**config.mk**
```make
export PLATFORM = sky130hd
export DESIGN_NAME = oscillator
export DESIGN_NICKNAME = d
export VERILOG_FILES = /design/src/design/iir_sys_pkg.sv /design/src/design/oscillator.sv
export VERILOG_INCLUDE_DIRS = /design/src /design/src/include
export SDC_FILE = /design/constraint.sdc
export NUM_CORES = 1
export LEC_CHECK = 0
export BUFFER_PORTS_ARGS = -buffer_cell sky130_fd_sc_hd__buf_2
export CAP_MARGIN = 20
export CORE_ASPECT_RATIO = 0.6
export CORE_UTILIZATION = 46
export CTS_BUF_LIST = sky130_fd_sc_hd__clkbuf_16
export CTS_CLUSTER_DIAMETER = 50
export CTS_CLUSTER_SIZE = 8
export DETAILED_ROUTE_END_ITERATION = 10
export PLACE_DENSITY = 0.86
export SYNTH_ARGS = -nofsm -noshare
export SYNTH_HDL_FRONTEND = slang
export SYNTH_SLANG_ARGS = --single-unit
export TNS_END_PERCENT = 10
```
**constraint.sdc**
```tcl
create_clock -name clk -period 3.7 [get_ports clk]
set_input_delay 0.185 -clock clk [delete_from_list [all_inputs] [get_ports clk]]
set_output_delay 0.185 -clock clk [all_outputs]
set_load 0.05 [all_outputs]
```
**src/include/iir_regmap.svh**
```systemverilog
`ifndef IIR_REGMAP_SVH
`define IIR_REGMAP_SVH

////////////////////////////////////////////////////////////
// register offsets of the biquad APB slave
////////////////////////////////////////////////////////////

localparam logic [APB_ADDR_WIDTH_C-1:0] REG_CTRL_O     = 'h00; // bit 0 is bypass
localparam logic [APB_ADDR_WIDTH_C-1:0] REG_OSC_STEP_O = 'h04; // phase step
localparam logic [APB_ADDR_WIDTH_C-1:0] REG_FS_DIV_O   = 'h08; // sampling period
localparam logic [APB_ADDR_WIDTH_C-1:0] REG_B0_O       = 'h0C;
localparam logic [APB_ADDR_WIDTH_C-1:0] REG_B1_O       = 'h10;
localparam logic [APB_ADDR_WIDTH_C-1:0] REG_B2_O       = 'h14;
localparam logic [APB_ADDR_WIDTH_C-1:0] REG_A1_O       = 'h18;
localparam logic [APB_ADDR_WIDTH_C-1:0] REG_A2_O       = 'h1C;
localparam logic [APB_ADDR_WIDTH_C-1:0] REG_Y_O        = 'h20; // read only

`endif

```
**src/design/iir_sys_pkg.sv**
```systemverilog
`default_nettype none

package iir_sys_pkg;

  ////////////////////////////////////////////////////////////
  // widths
  ////////////////////////////////////////////////////////////

  localparam int WAVE_WIDTH_C     = 16; // waveform and sample width
  localparam int PHASE_WIDTH_C    = 32; // oscillator accumulator
  localparam int APB_ADDR_WIDTH_C = 8;
  localparam int APB_DATA_WIDTH_C = 32;
  localparam int COEF_WIDTH_C     = 18;
  localparam int Q_BITS_C         = 14; // fractional bits of a coefficient

  `include "iir_regmap.svh"

  ////////////////////////////////////////////////////////////
  // types
  ////////////////////////////////////////////////////////////

  typedef logic signed [WAVE_WIDTH_C-1:0] sample_t;
  typedef logic signed [COEF_WIDTH_C-1:0] coef_t;

  typedef struct packed {
    coef_t b0; // feed-forward
    coef_t b1;
    coef_t b2;
    coef_t a1; // feedback, subtracted
    coef_t a2;
  } biquad_coefs_t;

  typedef struct packed {
    logic                        bypass;
    logic [PHASE_WIDTH_C-1:0]    osc_step; // added to phase every cycle
    logic [APB_DATA_WIDTH_C-1:0] fs_div;   // sample period in cycles
    biquad_coefs_t               coefs;
  } iir_cfg_t;

  // reset defaults
  localparam logic                        BYPASS_RESET_C   = 1'b1;
  localparam logic [PHASE_WIDTH_C-1:0]    OSC_STEP_RESET_C = 32'h0100_0000;
  localparam logic [APB_DATA_WIDTH_C-1:0] FS_DIV_RESET_C   = 4;
  localparam coef_t                       COEF_RESET_C     = '0;

  localparam iir_cfg_t CFG_RESET_C = '{
    bypass:   BYPASS_RESET_C,
    osc_step: OSC_STEP_RESET_C,
    fs_div:   FS_DIV_RESET_C,
    coefs:    '{b0: COEF_RESET_C, b1: COEF_RESET_C, b2: COEF_RESET_C,
                a1: COEF_RESET_C, a2: COEF_RESET_C}
  };

endpackage

`default_nettype wire

```
**src/design/oscillator.sv**
```systemverilog
`default_nettype none

module oscillator (
  // clock and reset
  input  wire                    clk,
  input  wire                    rst_n,

  // configuration
  input  wire  iir_sys_pkg::iir_cfg_t cfg,

  // test waveform
  output iir_sys_pkg::sample_t   waveform
);

  import iir_sys_pkg::*;

  logic [PHASE_WIDTH_C-1:0] phase;

  ////////////////////////////////////////////////////////////
  // phase accumulator
  ////////////////////////////////////////////////////////////

  // wraps on overflow, so the output is a sawtooth
  always_ff @(posedge clk or negedge rst_n) begin
    if (!rst_n) begin
      phase <= '0;
    end else begin
      phase <= phase + cfg.osc_step; // new step applies from the next edge
    end
  end

  // top bits of the phase, read as two's complement
  assign waveform = $signed(phase[PHASE_WIDTH_C-1 -: WAVE_WIDTH_C]);

endmodule

`default_nettype wire

```
---- Word level (Yosys, flattened, before mapping) ----
Index checks and enable logic that the tools add are counted.
word-level totals
  logic and storage cells ................. 2
  flip-flop bits (word level) ............. 32
  output and inout bits ................... 16
operators by class
  add/sub/neg operators ................... 1
operators with widths
  operator        number
  $add 32x32->32  1

---- Logic depth before layout (Yosys ltp) ----
Gate-level depths: netlist (run 1).
  depth after elaboration ................. 1
  gate-level depth with buffers ........... 9

---- Least setup slack after synthesis (run 1) ----
No wires, ideal clock.
  path type ............................... register to register
  from .................................... register phase[0]
  to ...................................... register phase[26]
  stages on the path, launching flop included .. 10
  arrival time ............................ 2.135 ns
  clock period less this slack ............ 2.266 ns
  library setup time ...................... 0.131 ns
  data required time ...................... 3.569 ns
  slack ................................... 1.434 ns
  path through ............................ dfrtp_1 ha_1 fa_1 a21o_1 a31o_1 nand2_1 o221ai_1 a311oi_1 o21bai_1 xor2_1
between the ends
  longest elaborated chain between the ends .. 1
ends and longest elaborated chain
  element                 RTL line          text
  from (decl)             oscillator.sv:17  logic [PHASE_WIDTH_C-1:0] phase;
  from (signal assigned)  oscillator.sv:28  phase <= phase + cfg.osc_step;
  $add 32x32->32          oscillator.sv:28
Every way passes these cells.

---- Worst setup path after layout (run 1) ----
Ends and elaborated chain as after synthesis.

==> run summary, run 1 <==
===================================================================================
Result of the run .................................................... finished clean
Synth Register Bits ..................................................           32
Signal arrival time at the worst endpoint ............................      2820 ps
Reg clk slew, reported paths .........................................        60 ps
DP Wirelength ........................................................      4510 um
Synth cell count leaders ............................................. dfrtp_1 (32), ha_1 (31), a21oi_1 (29)
Slew of the pin with the lowest slew margin ..........................     760.7 ps
Worst Setup Path Type ................................................   reg -> reg
Hold worst-path end .................................................. phase[0]$_DFF_PN0_
CTS buffer count .....................................................            5
Clock root cell ......................................................    clkbuf_16
Worst hold margin ....................................................     140.6 ps
Setup skew after layout ..............................................     8.696 ps
CTS H-tree depth .....................................................            2
F_max ................................................................   0.3762 GHz
Antenna-violating nets left ..........................................            0
Total power draw .....................................................     3.283 mW
Type of element launching the critical path ..........................    flip-flop
Reg2Reg Capture Point ................................................ phase[26]$_DFF_PN0_
Reported leakage power ...............................................     1.446 nW
Global-route wire length before repair ...............................      9735 um
Width of the die .....................................................     100.3 um
Critical Path RT .....................................................      3860 ps
Effective utilization at floorplan ...................................       0.4791
Hold Path Class ......................................................    in -> reg
P&R area growth vs syn ...............................................       12.24%
Cts repair resizes ...................................................            0
Worst VDD drop .......................................................  0.0004238 V
Overall via count from detail_route ..................................         2294
Worst-case headroom to the max-slew limit ............................       0.4928
Via density per instance .............................................        5.749
Num ports ............................................................          173
Gate count after technology mapping ..................................          288
Port bufs ............................................................           49
Post-synthesis average cell area .....................................    9.267 um2
Count of pins over their slew limit ..................................            0
Antenna diode count ..................................................            0
Largest regs .........................................................   phase (32)
Total congestion overflow ............................................            0
Count of placed standard cells in the final layout, fillers left out .          399
Via count of the first global-routing pass ...........................         2047
Worst hold stages ....................................................            2
Pre-CTS worst setup slack ............................................      1138 ps
Cell type contributing the most total cell area after synthesis ......      dfrtp_1
Count of distinct cell types in the synthesized netlist ..............           53
Net count of the finished layout .....................................          508
Core utilization of the finished layout ..............................       0.5377
Core ar. .............................................................     5570 um2
Number of clock sinks seen by CTS ....................................           32
Final-report hold violation count ....................................            0
Sequential share of the synthesized area .............................       0.3000
Count of flip-flops with a built-in enable after synthesis ...........            0
Synth Flop Type ......................................................      dfrtp_1
Longest Clk Path Bufs ................................................            2
Launch instance of the worst register-to-register path ............... phase[0]$_DFF_PN0_
Dominant cell by count in the synthesized netlist ....................      dfrtp_1
Hold wc startpoint ...................................................     cfg[122]
Unrepaired setup endpoints after global routing ......................        false
DRC violation count after routing ....................................            0
Setup slack on the worst flop-to-flop path ...........................      1040 ps
Aggregate routed wire length .........................................      5994 um
Fin worst setup slack ................................................      1042 ps
RD Place Congestion ..................................................       0.8514
DRT Pass-1 Iters .....................................................            5
Antenna violations before repair .....................................            0
Total Negative Setup Slacks ..........................................         0 ps
Max-Cap Viols ........................................................            0
Clock tree from TritonCTS ............................................        built
Die Footprint ........................................................     6120 um2
Setup violation total in the final timing report .....................            0
Max reg flops ........................................................           32
Detail-routed net length per standard cell ...........................     15.02 um
Final worst path period share ........................................       0.7183
Pwr dens .............................................................  1096 nW/um2
Clock latency of the later-clocked register in the worst-skew pair ...       280 ps
Tot GR Track Use .....................................................       0.2093
Net count after synthesis ............................................          477
Count of cells along the worst register-to-register path .............            9
Post-layout instance area ............................................     2995 um2
Overall die height ...................................................        61 um
Largest net degree at the start of global routing ....................           33
Share of post-route cells with drive strength above 1 ................       0.1975
Initial detailed-routing violation count .............................          120
Proportion of netlist area held by the largest area contributor ......       0.3000
Placed inst area .....................................................     2851 um2
Synth async-reset ratio ..............................................        1.000
Mapped cell area .....................................................     2669 um2
Final critical delay including setup and external delays .............      2658 ps
Placed Cells incl. Taps ..............................................          391
Endpoint class of the critical path ..................................    flip-flop
Count of buffers added by post-CTS timing repair for setup ...........            0
Standard-cell rows ...................................................           21
Leading cell types by total area after synthesis ..................... dfrtp_1 (30%), ha_1 (15%), a21oi_1 (5.4%)
YS warnings ..........................................................            0
Crit Path Max Fanout .................................................            4
Largest reg by FF count ..............................................        phase
===================================================================================
[cells in the final DEF, fill, tap and decap left out, types with 2 or more instances in the layout]
| cell | synthesis | layout |
|---|---|---|
| nand4_1 | 7 | 7 |
| nor2_1 | 12 | 12 |
| o221ai_1 | 2 | 2 |
| a21oi_1 | 29 | 29 |
| a21o_1 | 19 | 19 |
| or2_2 | 2 | 2 |
| buf_2 | 4 | 49 |
| a311oi_1 | 2 | 2 |
| a211oi_1 | 3 | 3 |
| xnor2_1 | 13 | 13 |
| o21a_1 | 2 | 2 |
| nand3_1 | 10 | 10 |
| inv_1 | 5 | 6 |
| mux2i_1 | 2 | 2 |
| o21ai_0 | 7 | 7 |
| o211ai_1 | 2 | 2 |
| dfrtp_1 | 32 | 32 |
| nor3_1 | 4 | 4 |
| clkbuf_16 | 0 | 5 |
| xor2_1 | 15 | 15 |
| o311ai_1 | 2 | 2 |
| o21ai_1 | 7 | 7 |
| ha_1 | 31 | 31 |
| nand2_1 | 19 | 19 |
| nand2b_1 | 2 | 2 |
| and3_1 | 2 | 2 |
| o21bai_1 | 4 | 4 |
| a31oi_1 | 3 | 3 |
[metal layers]
| metal | vias up | wire length [um] | GRT usage |
|---|---|---|---|
| met2 | 89 | 2384 | 0.3004 |
| met5 | - | 0 | 0 |
| met1 | 1092 | 3121 | 0.3095 |
| met4 | 0 | 25 | 0.03934 |
| met3 | 4 | 463 | 0.06452 |
| li1 | 1109 | - | - |
[worst max-delay path: stages, from the launching register on]
cell and delay (ps):
dfrtp_1 360, ha_1 220, fa_1 410, a21o_1 230, a31o_1 270, nand2_1 100, o221ai_1 240, a311oi_1 430
o21bai_1 130, xor2_1 150
[report_power, final]
part | total (mW) | internal, mW | switching [mW]
registers | 0.634 | 0.556 | 0.0777
logic | 2.25 | 0.831 | 1.42
clock network | 0.395 | 0.242 | 0.153
total | 3.28 | 1.63 | 1.65
[area by class of cell]
| type | count | area (um2) |
|---|---|---|
| multi-input combinational | 224 | 1683 |
| fill | 508 | 2575 |
| timing repair buffer | 50 | 255.2 |
| clock inverter | 2 | 8.758 |
| inverter | 6 | 22.52 |
| sequential | 32 | 800.8 |
| clock buffer | 5 | 125.1 |
| tap | 80 | 100.1 |
[how the worst max path moves through the flow]
stage	slack, ps	start	depth (start not counted)	endpoint
finish	1040	phase[0]$_DFF_PN0_	9	phase[26]$_DFF_PN0_
global route	1000	phase[0]$_DFF_PN0_	9	phase[26]$_DFF_PN0_
CTS	1140	phase[0]$_DFF_PN0_	9	phase[26]$_DFF_PN0_
detailed placement	1140	phase[0]$_DFF_PN0_	9	phase[26]$_DFF_PN0_
global placement	1240	phase[0]$_DFF_PN0_	9	phase[26]$_DFF_PN0_
floorplan	1430	phase[0]$_DFF_PN0_	9	phase[26]$_DFF_PN0_
[cells by family after synthesis]
| logic type | after synthesis | share of synthesized area |
|---|---|---|
| AO/OA/AOI/OAI | 97 | 0.2597 |
| XOR/XNOR | 28 | 0.09189 |
| adder cells (fa/ha/maj) | 32 | 0.1528 |
| buffers and inverters | 32 | 0.06939 |
| flip-flops | 32 | 0.3000 |
| multiplexers | 2 | 0.007501 |
| AND/OR/NAND/NOR | 65 | 0.1186 |
[timing repair]
item                                   4_1_cts  5_1_grt
hold buffers                                 1        0
setup endpoints to repair                    0        0
endpoints found under the hold margin        8        0
Note: power is estimated with default switching activity, not from simulation.
==> run 2, diff against run 1 <==
--- a/config.mk
+++ b/config.mk
@@ -9,12 +9,12 @@
 export BUFFER_PORTS_ARGS = -buffer_cell sky130_fd_sc_hd__buf_2
 export CAP_MARGIN = 20
 export CORE_ASPECT_RATIO = 0.6
-export CORE_UTILIZATION = 46
+export CORE_UTILIZATION = 39
 export CTS_BUF_LIST = sky130_fd_sc_hd__clkbuf_16
 export CTS_CLUSTER_DIAMETER = 50
 export CTS_CLUSTER_SIZE = 8
 export DETAILED_ROUTE_END_ITERATION = 10
-export PLACE_DENSITY = 0.86
+export PLACE_DENSITY = 0.78
 export SYNTH_ARGS = -nofsm -noshare
 export SYNTH_HDL_FRONTEND = slang
 export SYNTH_SLANG_ARGS = --single-unit
==> constraint.sdc (replaced) <==
create_clock -name clk -period 2.2 [get_ports clk]
set_input_delay 0.11 -clock clk [delete_from_list [all_inputs] [get_ports clk]]
set_output_delay 0.11 -clock clk [all_outputs]
set_load 0.05 [all_outputs]
==> run 2 against run 1 <==
The flow now finishes with violations (setup timing). Power is 110% higher. Core utilization rose by 3.5 points. Routed wire length rose by 23%. Flip-flop and latch count unchanged. Design area up 22%. Hold slack lost 76 ps. Via count grew 11%. Clock-buffer cell count did not move. First-iteration DRC count increased by 82%. Clock power rose by 68%. Critical endpoint is now phase[31]$_DFF_PN0_. Worst setup slack worse by 1100 ps. Die area is 17% higher.
==> run summary, run 2 (synthesis results as in run 1) <==
========================================================================================
Global-route wire length before repair ....................................     11960 um   was 9735 um
Switch share ..............................................................       0.4744   was 0.5040
Critical Path RT ..........................................................      2360 ps   was 3860 ps
Die Footprint .............................................................     7189 um2   was 6120 um2
Net count of the finished layout ..........................................          564   was 508
Pre-CTS worst setup slack .................................................    -114.0 ps   was 1138 ps
Total internal power ......................................................     3.546 mW   was 1.629 mW
Overall via count from detail_route .......................................         2538   was 2294
Reported leakage power ....................................................     1.721 nW   was 1.446 nW
Largest regs ..............................................................   phase (32)   unchanged
Largest net degree at the start of global routing .........................           33   unchanged
P&R area growth vs syn ....................................................       36.47%   was 12.24%
CTS buffer count ..........................................................            5   unchanged
Port bufs .................................................................           49   unchanged
DP Wirelength .............................................................      5573 um   was 4510 um
CTS H-tree depth ..........................................................            2   unchanged
RD Place Congestion .......................................................       0.8823   was 0.8514
Worst-case headroom to the max-slew limit .................................       0.5014   was 0.4928
Core ar. ..................................................................     6359 um2   was 5570 um2
Initial detailed-routing violation count ..................................          218   was 120
Signal arrival time at the worst endpoint .................................      2430 ps   was 2820 ps
Share of total power in the clock network .................................        0.098   was 0.120
Crit path cell chain ...................................................... ha_4 -> o211ai_2 -> o21ai_4 -> o21bai_4 -> a22oi_4 -> a31oi_4 -> o311a_1 -> or3_1   was ha_1 -> fa_1 -> a21o_1 -> a31o_1 -> nand2_1 -> o221ai_1 -> a311oi_1 -> o21bai_1 -> xor2_1
Post-layout instance area .................................................     3642 um2   was 2995 um2
Max reg flops .............................................................           32   unchanged
Antenna violations before repair ..........................................            0   unchanged
Count of buffers added by post-CTS timing repair for setup ................            0   unchanged
Max-Cap Viols .............................................................            0   unchanged
Hold Path Class ...........................................................    in -> reg   unchanged
Clock root cell ...........................................................    clkbuf_16   unchanged
Effective utilization at floorplan ........................................       0.4197   was 0.4791
Fraction of power consumed by sequential logic ............................        0.166   was 0.193
Most common cell after layout, fill and taps aside ........................        buf_4   was buf_2
Total power draw ..........................................................     6.747 mW   was 3.283 mW
Slowest cell delay on critical path .......................................       390 ps   was 430 ps
Endpoint class of the critical path .......................................    flip-flop   unchanged
Fin worst setup slack .....................................................    -73.83 ps   was 1042 ps
Reg clk slew, reported paths ..............................................        60 ps   about the same
Antenna-violating nets left ...............................................            0   unchanged
Pwr dens ..................................................................  1852 nW/um2   was 1096 nW/um2
Final critical delay including setup and external delays ..................      2274 ps   was 2658 ps
Unrepaired setup endpoints after global routing ...........................         true   was false
Launch instance of the worst register-to-register path .................... phase[4]$_DFF_PN0_   was phase[0]$_DFF_PN0_
Category of cells accounting for the largest share of critical-path delay . compound AO/OA/AOI/OAI gates   unchanged
Overall die height ........................................................     66.08 um   was 61 um
Final-report hold violation count .........................................            0   unchanged
Antenna diode count .......................................................            0   unchanged
Setup violation total in the final timing report ..........................            7   was 0
Num ports .................................................................          173   unchanged
Clock tree from TritonCTS .................................................        built   unchanged
DRT Pass-1 Iters ..........................................................            4   was 5
Number of clock sinks seen by CTS .........................................           32   unchanged
Worst Setup Path Type .....................................................   reg -> reg   unchanged
Total congestion overflow .................................................            0   unchanged
Width of the die ..........................................................     108.8 um   was 100.3 um
Core utilization of the finished layout ...................................       0.5728   was 0.5377
Final worst path period share .............................................        1.034   was 0.7183
Total Negative Setup Slacks ...............................................    -198.2 ps   was 0 ps
Result of the run ......................................................... finished, violations left   was finished clean
Count of pins over their slew limit .......................................            0   unchanged
Via density per instance ..................................................        5.529   was 5.749
Setup skew after layout ...................................................     5.023 ps   was 8.696 ps
Slew of the pin with the lowest slew margin ...............................     748.0 ps   was 760.7 ps
Via count of the first global-routing pass ................................         2487   was 2047
DRC violation count after routing .........................................            0   unchanged
Crit Path Max Fanout ......................................................            6   was 4
Setup crit start .......................................................... phase[4]$_DFF_PN0_   was phase[0]$_DFF_PN0_
Tot GR Track Use ..........................................................       0.2212   was 0.2093
Most frequent cells in the layout ......................................... buf_4 (56), buf_2 (49), dfrtp_1 (32), ha_1 (22), a21oi_1 (21)   was buf_2 (49), dfrtp_1 (32), ha_1 (31), a21oi_1 (29)
Power share of the combinational group ....................................        0.736   was 0.687
Aggregate routed wire length ..............................................      7377 um   was 5994 um
Worst path bufs/invs ......................................................            0   unchanged
Detail-routed net length per standard cell ................................     16.07 um   was 15.02 um
Failing checks ............................................................ setup timing
Share of post-route cells with drive strength above 1 .....................       0.3920   was 0.1975
Hold wc startpoint ........................................................     cfg[122]   unchanged
Clock latency of the later-clocked register in the worst-skew pair ........       280 ps   about the same
F_max .....................................................................   0.4398 GHz   was 0.3762 GHz
Worst VDD drop ............................................................  0.0007902 V   was 0.0004238 V
Standard-cell rows ........................................................           22   was 21
Longest Clk Path Bufs .....................................................            2   unchanged
Worst-path cell with the longest stage delay ..............................      dfrtp_1   was a311oi_1
Type of element launching the critical path ...............................    flip-flop   unchanged
Net load switching power ..................................................     3.201 mW   was 1.655 mW
Placed inst area ..........................................................     3364 um2   was 2851 um2
Largest reg by FF count ...................................................        phase   unchanged
========================================================================================
## run 2: cell count changes in the layout (fill, tap and decap cells not counted), sizes merged
cell,delta
buf,+56
clkinv,+1
inv,-1
## run 2: worst reg2reg max path, cell delays in order (launching register included)
cell and delay [ps]:
dfrtp_1 390, ha_4 320, o211ai_2 130, o21ai_4 220, o21bai_4 90, a22oi_4 220
a31oi_4 140, o311a_1 300, or3_1 330
## run 2: cell type report
cell class | instances | area (um2)
multi-input cells | 224 | 1906
inverters | 6 | 22.52
repair buffers | 106 | 675.6
fillers | 549 | 2716
clock buffers | 5 | 125.1
clock inverters | 2 | 7.507
flip-flops and latches | 32 | 800.8
well taps | 84 | 105.1
## run 2: what timing repair did
action                                 CTS  global route
endpoints found under the hold margin   32             0
setup endpoints to repair               12            15
hold buffers                             1             0
gates resized for setup                 10            14
pin swaps                                8             5
## run 2: final timing paths
kind | end | slack (ps) | depth (start not counted)
setup / recovery | phase[31]$_DFF_PN0_ | -70 | 8
setup reg to reg | phase[31]$_DFF_PN0_ | -70 | 8
min in group asynchronous | phase[20]$_DFF_PN0_ | 430 | 2
hold / removal | phase[0]$_DFF_PN0_ | 60 | 2
max in group asynchronous | phase[14]$_DFF_PN0_ | 1290 | 2
hold reg to reg | phase[0]$_DFF_PN0_ | 470 | 1
## run 2: stage by stage
stage	hold WS (ps)	instances
floorplan	-185.6	288
global placement	226.0	451
detailed placement	228.1	451
CTS	66.39	459
global route	62.33	459
finish	64.53	459
## run 2: layer usage
layer | vias up | GRT usage | part of all wire
met5 | - | 0 | 0
met4 | 0 | 0.06081 | 0.015
met3 | 14 | 0.06798 | 0.078
met2 | 105 | 0.3252 | 0.42
met1 | 1197 | 0.3104 | 0.49
li1 | 1222 | - | -
## run 2: power groups by stage
stage                     Sequential (mW)  Combinational [mW]  Clock, mW
after floorplan                      1.07                3.34          0
after global placement               1.09                4.49          0
after detailed placement             1.11                4.61          0
after CTS                            1.11                4.75      0.668
after global routing                 1.15                5.38      0.700
final                                1.12                4.97      0.664
==> run 3, diff against run 2 <==
--- a/config.mk
+++ b/config.mk
@@ -6,10 +6,11 @@
 export SDC_FILE = /design/constraint.sdc
 export NUM_CORES = 1
 export LEC_CHECK = 0
+export ABC_AREA = 1
 export BUFFER_PORTS_ARGS = -buffer_cell sky130_fd_sc_hd__buf_2
 export CAP_MARGIN = 20
 export CORE_ASPECT_RATIO = 0.6
-export CORE_UTILIZATION = 39
+export CORE_UTILIZATION = 42
 export CTS_BUF_LIST = sky130_fd_sc_hd__clkbuf_16
 export CTS_CLUSTER_DIAMETER = 50
 export CTS_CLUSTER_SIZE = 8
==> run 3 against run 2 <==
The flow now finishes without violations. Global-route usage up 0.44 points. Clock skew fell by 1.8 ps. Die area up 15%. Critical path depth rose by 4. Register-to-register slack gained 370 ps. Highest routed layer unchanged.
==> run summary, run 3 <==
===================================================================================
Result of the run .................................................... finished clean   was finished, violations left
Fin worst setup slack ................................................     295.2 ps   was -73.83 ps
Effective utilization at floorplan ...................................       0.4439   was 0.4197
Overall die height ...................................................     70.72 um   was 66.08 um
Net count of the finished layout .....................................          773   was 564
Most common cell after layout, fill and taps aside ...................      nand2_1   was buf_4
Reg clk slew, reported paths .........................................        60 ps   about the same
Length of routed met2 wiring .........................................      3336 um   was 3091 um
Detailed-route wire length on metal 1 ................................      4281 um   was 3594 um
Width of the die .....................................................     116.5 um   was 108.8 um
DP Wirelength ........................................................      6949 um   was 5573 um
Global-route wire length before repair ...............................     14350 um   was 11960 um
Largest net degree at the start of global routing ....................           33   unchanged
Standard-cell rows ...................................................           24   was 22
Core ar. .............................................................     7447 um2   was 6359 um2
Die Footprint ........................................................     8241 um2   was 7189 um2
Detail-routed net length per standard cell ...........................     12.27 um   was 16.07 um
Synth Register Bits ..................................................           32   unchanged
YS warnings ..........................................................            0   unchanged
Total congestion overflow ............................................            0   unchanged
Count of pins over their slew limit ..................................            0   unchanged
Antenna-violating nets left ..........................................            0   unchanged
Setup crit start ..................................................... phase[0]$_DFF_PN0_   was phase[4]$_DFF_PN0_
Sequential share of the synthesized area .............................       0.2422   was 0.3000
Gate count after technology mapping ..................................          542   was 288
Setup skew after layout ..............................................     3.239 ps   was 5.023 ps
Endpoint class of the critical path ..................................    flip-flop   unchanged
Crit Path Max Fanout .................................................            4   was 6
P&R area growth vs syn ...............................................       12.38%   was 36.47%
Signal arrival time at the worst endpoint ............................      2080 ps   was 2430 ps
RD Place Congestion ..................................................       0.8972   was 0.8823
Setup violation total in the final timing report .....................            0   was 7
Critical Path RT .....................................................      2370 ps   was 2360 ps
Cts repair resizes ...................................................            0   was 10
Max reg flops ........................................................           32   unchanged
Count of placed standard cells in the final layout, fillers left out .          689   was 459
Via count of the first global-routing pass ...........................         3092   was 2487
DRC violation count after routing ....................................            0   unchanged
Slew of the pin with the lowest slew margin ..........................     770.3 ps   was 748.0 ps
Antenna violations before repair .....................................            0   unchanged
Synth cell count leaders ............................................. nand2_1 (221), inv_1 (109), nor2_1 (38)   was dfrtp_1 (32), ha_1 (31), a21oi_1 (29)
Clock latency of the later-clocked register in the worst-skew pair ...       280 ps   about the same
Total power draw .....................................................     6.035 mW   was 6.747 mW
Worst-case headroom to the max-slew limit ............................       0.4865   was 0.5014
Cell type contributing the most total cell area after synthesis ......      nand2_1   was dfrtp_1
Synth Flop Type ......................................................      dfrtp_1   unchanged
CTS buffer count .....................................................            5   unchanged
Largest reg by FF count ..............................................        phase   unchanged
Dominant cell by count in the synthesized netlist ....................      nand2_1   was dfrtp_1
Worst Setup Path Type ................................................   reg -> reg   unchanged
Count of flip-flops with a built-in enable after synthesis ...........            0   unchanged
Number of clock sinks seen by CTS ....................................           32   unchanged
Num ports ............................................................          173   unchanged
Initial detailed-routing violation count .............................          298   was 218
CTS H-tree depth .....................................................            2   unchanged
Total Negative Setup Slacks ..........................................         0 ps   was -198.2 ps
Type of element launching the critical path ..........................    flip-flop   unchanged
Post-synthesis average cell area .....................................    6.099 um2   was 9.267 um2
Top routing layer used ...............................................         met4   unchanged
Overall via count from detail_route ..................................         3259   was 2538
Launch instance of the worst register-to-register path ............... phase[0]$_DFF_PN0_   was phase[4]$_DFF_PN0_
Leading cell types by total area after synthesis ..................... nand2_1 (25%), dfrtp_1 (24%), inv_1 (12%)   was dfrtp_1 (30%), ha_1 (15%), a21oi_1 (5.4%)
Mapped cell area .....................................................     3306 um2   was 2669 um2
Pwr dens .............................................................  1624 nW/um2   was 1852 nW/um2
Final critical delay including setup and external delays .............      1905 ps   was 2274 ps
Max-Cap Viols ........................................................            0   unchanged
Hold Path Class ......................................................    in -> reg   unchanged
F_max ................................................................   0.5250 GHz   was 0.4398 GHz
Antenna diode count ..................................................            0   unchanged
Clock tree from TritonCTS ............................................        built   unchanged
Aggregate routed wire length .........................................      8452 um   was 7377 um
Hold wc startpoint ...................................................     cfg[122]   unchanged
Final worst path period share ........................................       0.8658   was 1.034
Placed Cells incl. Taps ..............................................          680   was 451
Synth async-reset ratio ..............................................        1.000   unchanged
DRT Pass-1 Iters .....................................................            7   was 4
Tot GR Track Use .....................................................       0.2256   was 0.2212
Unrepaired setup endpoints after global routing ......................        false   was true
Net count after synthesis ............................................          731   was 477
Worst VDD drop .......................................................  0.0004835 V   was 0.0007902 V
Proportion of netlist area held by the largest area contributor ......       0.2509   was 0.3000
Wire length on met3 ..................................................       787 um   was 578 um
Final-report hold violation count ....................................            0   unchanged
Largest regs .........................................................   phase (32)   unchanged
Share of post-route cells with drive strength above 1 ................       0.1402   was 0.3920
Count of distinct cell types in the synthesized netlist ..............           22   was 53
Clock root cell ......................................................    clkbuf_16   unchanged
Via density per instance .............................................        4.730   was 5.529
Port bufs ............................................................           49   unchanged
Reported leakage power ...............................................     2.380 nW   was 1.721 nW
Pre-CTS worst setup slack ............................................     318.2 ps   was -114.0 ps
Longest Clk Path Bufs ................................................            2   unchanged
Most frequent cells in the layout .................................... nand2_1 (221), inv_1 (111), buf_2 (49), nor2_1 (38), dfrtp_1 (32)   was buf_4 (56), buf_2 (49), dfrtp_1 (32), ha_1 (22), a21oi_1 (21)
===================================================================================
## run 3: cell types whose count changed after synthesis, sizes merged, moves of 4 or more
| cell | before | now |
|---|---|---|
| nand2 | 19 | 235 |
| a21oi | 29 | 20 |
| nand3 | 10 | 27 |
| inv | 6 | 112 |
| clkbuf | 6 | 0 |
| nand4 | 7 | 3 |
| xnor2 | 13 | 2 |
| buf | 20 | 16 |
| a31oi | 4 | 0 |
| nor2 | 12 | 40 |
| o21ai | 15 | 0 |
| a21o | 19 | 1 |
## run 3: power breakdown
group	internal (mW)	switching [mW]	leakage, nW
clock network	0.408	0.270	0.0738
registers	0.926	0.142	0.377
logic	1.35	2.94	1.93
total	2.68	3.36	2.38
## run 3: logic make-up after synthesis
logic type                 Yosys count  synth area share
DFF                                 32            0.2422
and+or+nand+nor                    311            0.3902
xor gates and xnor gates            16           0.04239
buffers and inverters              128            0.1635
adders and majority gates           32            0.1234
AOI/OAI and AO/OA                   23           0.03823
## run 3: final timing paths
check / endpoint / slack [ps] / depth (start not counted)
max: phase[28]$_DFF_PN0_ / 300 / 12
min: phase[0]$_DFF_PN0_ / 60 / 2
max reg2reg: phase[28]$_DFF_PN0_ / 300 / 12
min reg2reg: phase[0]$_DFF_PN0_ / 470 / 1
max in group asynchronous: phase[2]$_DFF_PN0_ / 1260 / 2
min in group asynchronous: phase[16]$_DFF_PN0_ / 440 / 2
## run 3: cell type report
| type | instances | area (um2) |
|---|---|---|
| Tap cell | 104 | 130.1 |
| Timing Repair Buffer | 51 | 262.8 |
| Fill cell | 770 | 3732 |
| Clock inverter | 3 | 11.26 |
| Sequential cell | 32 | 800.8 |
| Clock buffer | 5 | 125.1 |
| Inverter | 112 | 420.4 |
| Multi-Input combinational cell | 382 | 1964 |
## run 3: timing repair
| item | CTS | global route |
|---|---|---|
| hold buffers | 1 | 0 |
| hold endpoints to repair | 32 | 0 |
| setup buffers | 0 | 0 |
## run 3: layer usage
layer | global-route usage | up-vias
li1 | - | 1689
met1 | 0.3433 | 1421
met5 | 0 | -
met2 | 0.3366 | 141
met4 | 0.02391 | 0
met3 | 0.04627 | 8
## run 3: worst max-delay path, cell delays in order, from the launching register on
cell     delay [ps]
dfrtp_1         370
ha_1            220
fa_1            410
nand3_1         120
nand3_2         120
nand2_1         100
nand2_2          80
nand2_1          80
nand2_2          70
nand2_1          90
nand2_1          50
nand2_1          50
nand2_1          40
## run 3: through the flow
step,instance area [um2],utilization,hold slack [ps]
floorplan,3306,-,-185.6
global placement,3568,0.4792,228.8
detailed placement,3568,0.4792,234.4
CTS,3715,0.4988,60.17
global route,3715,0.4988,58.93
finish,3715,0.4988,57.65
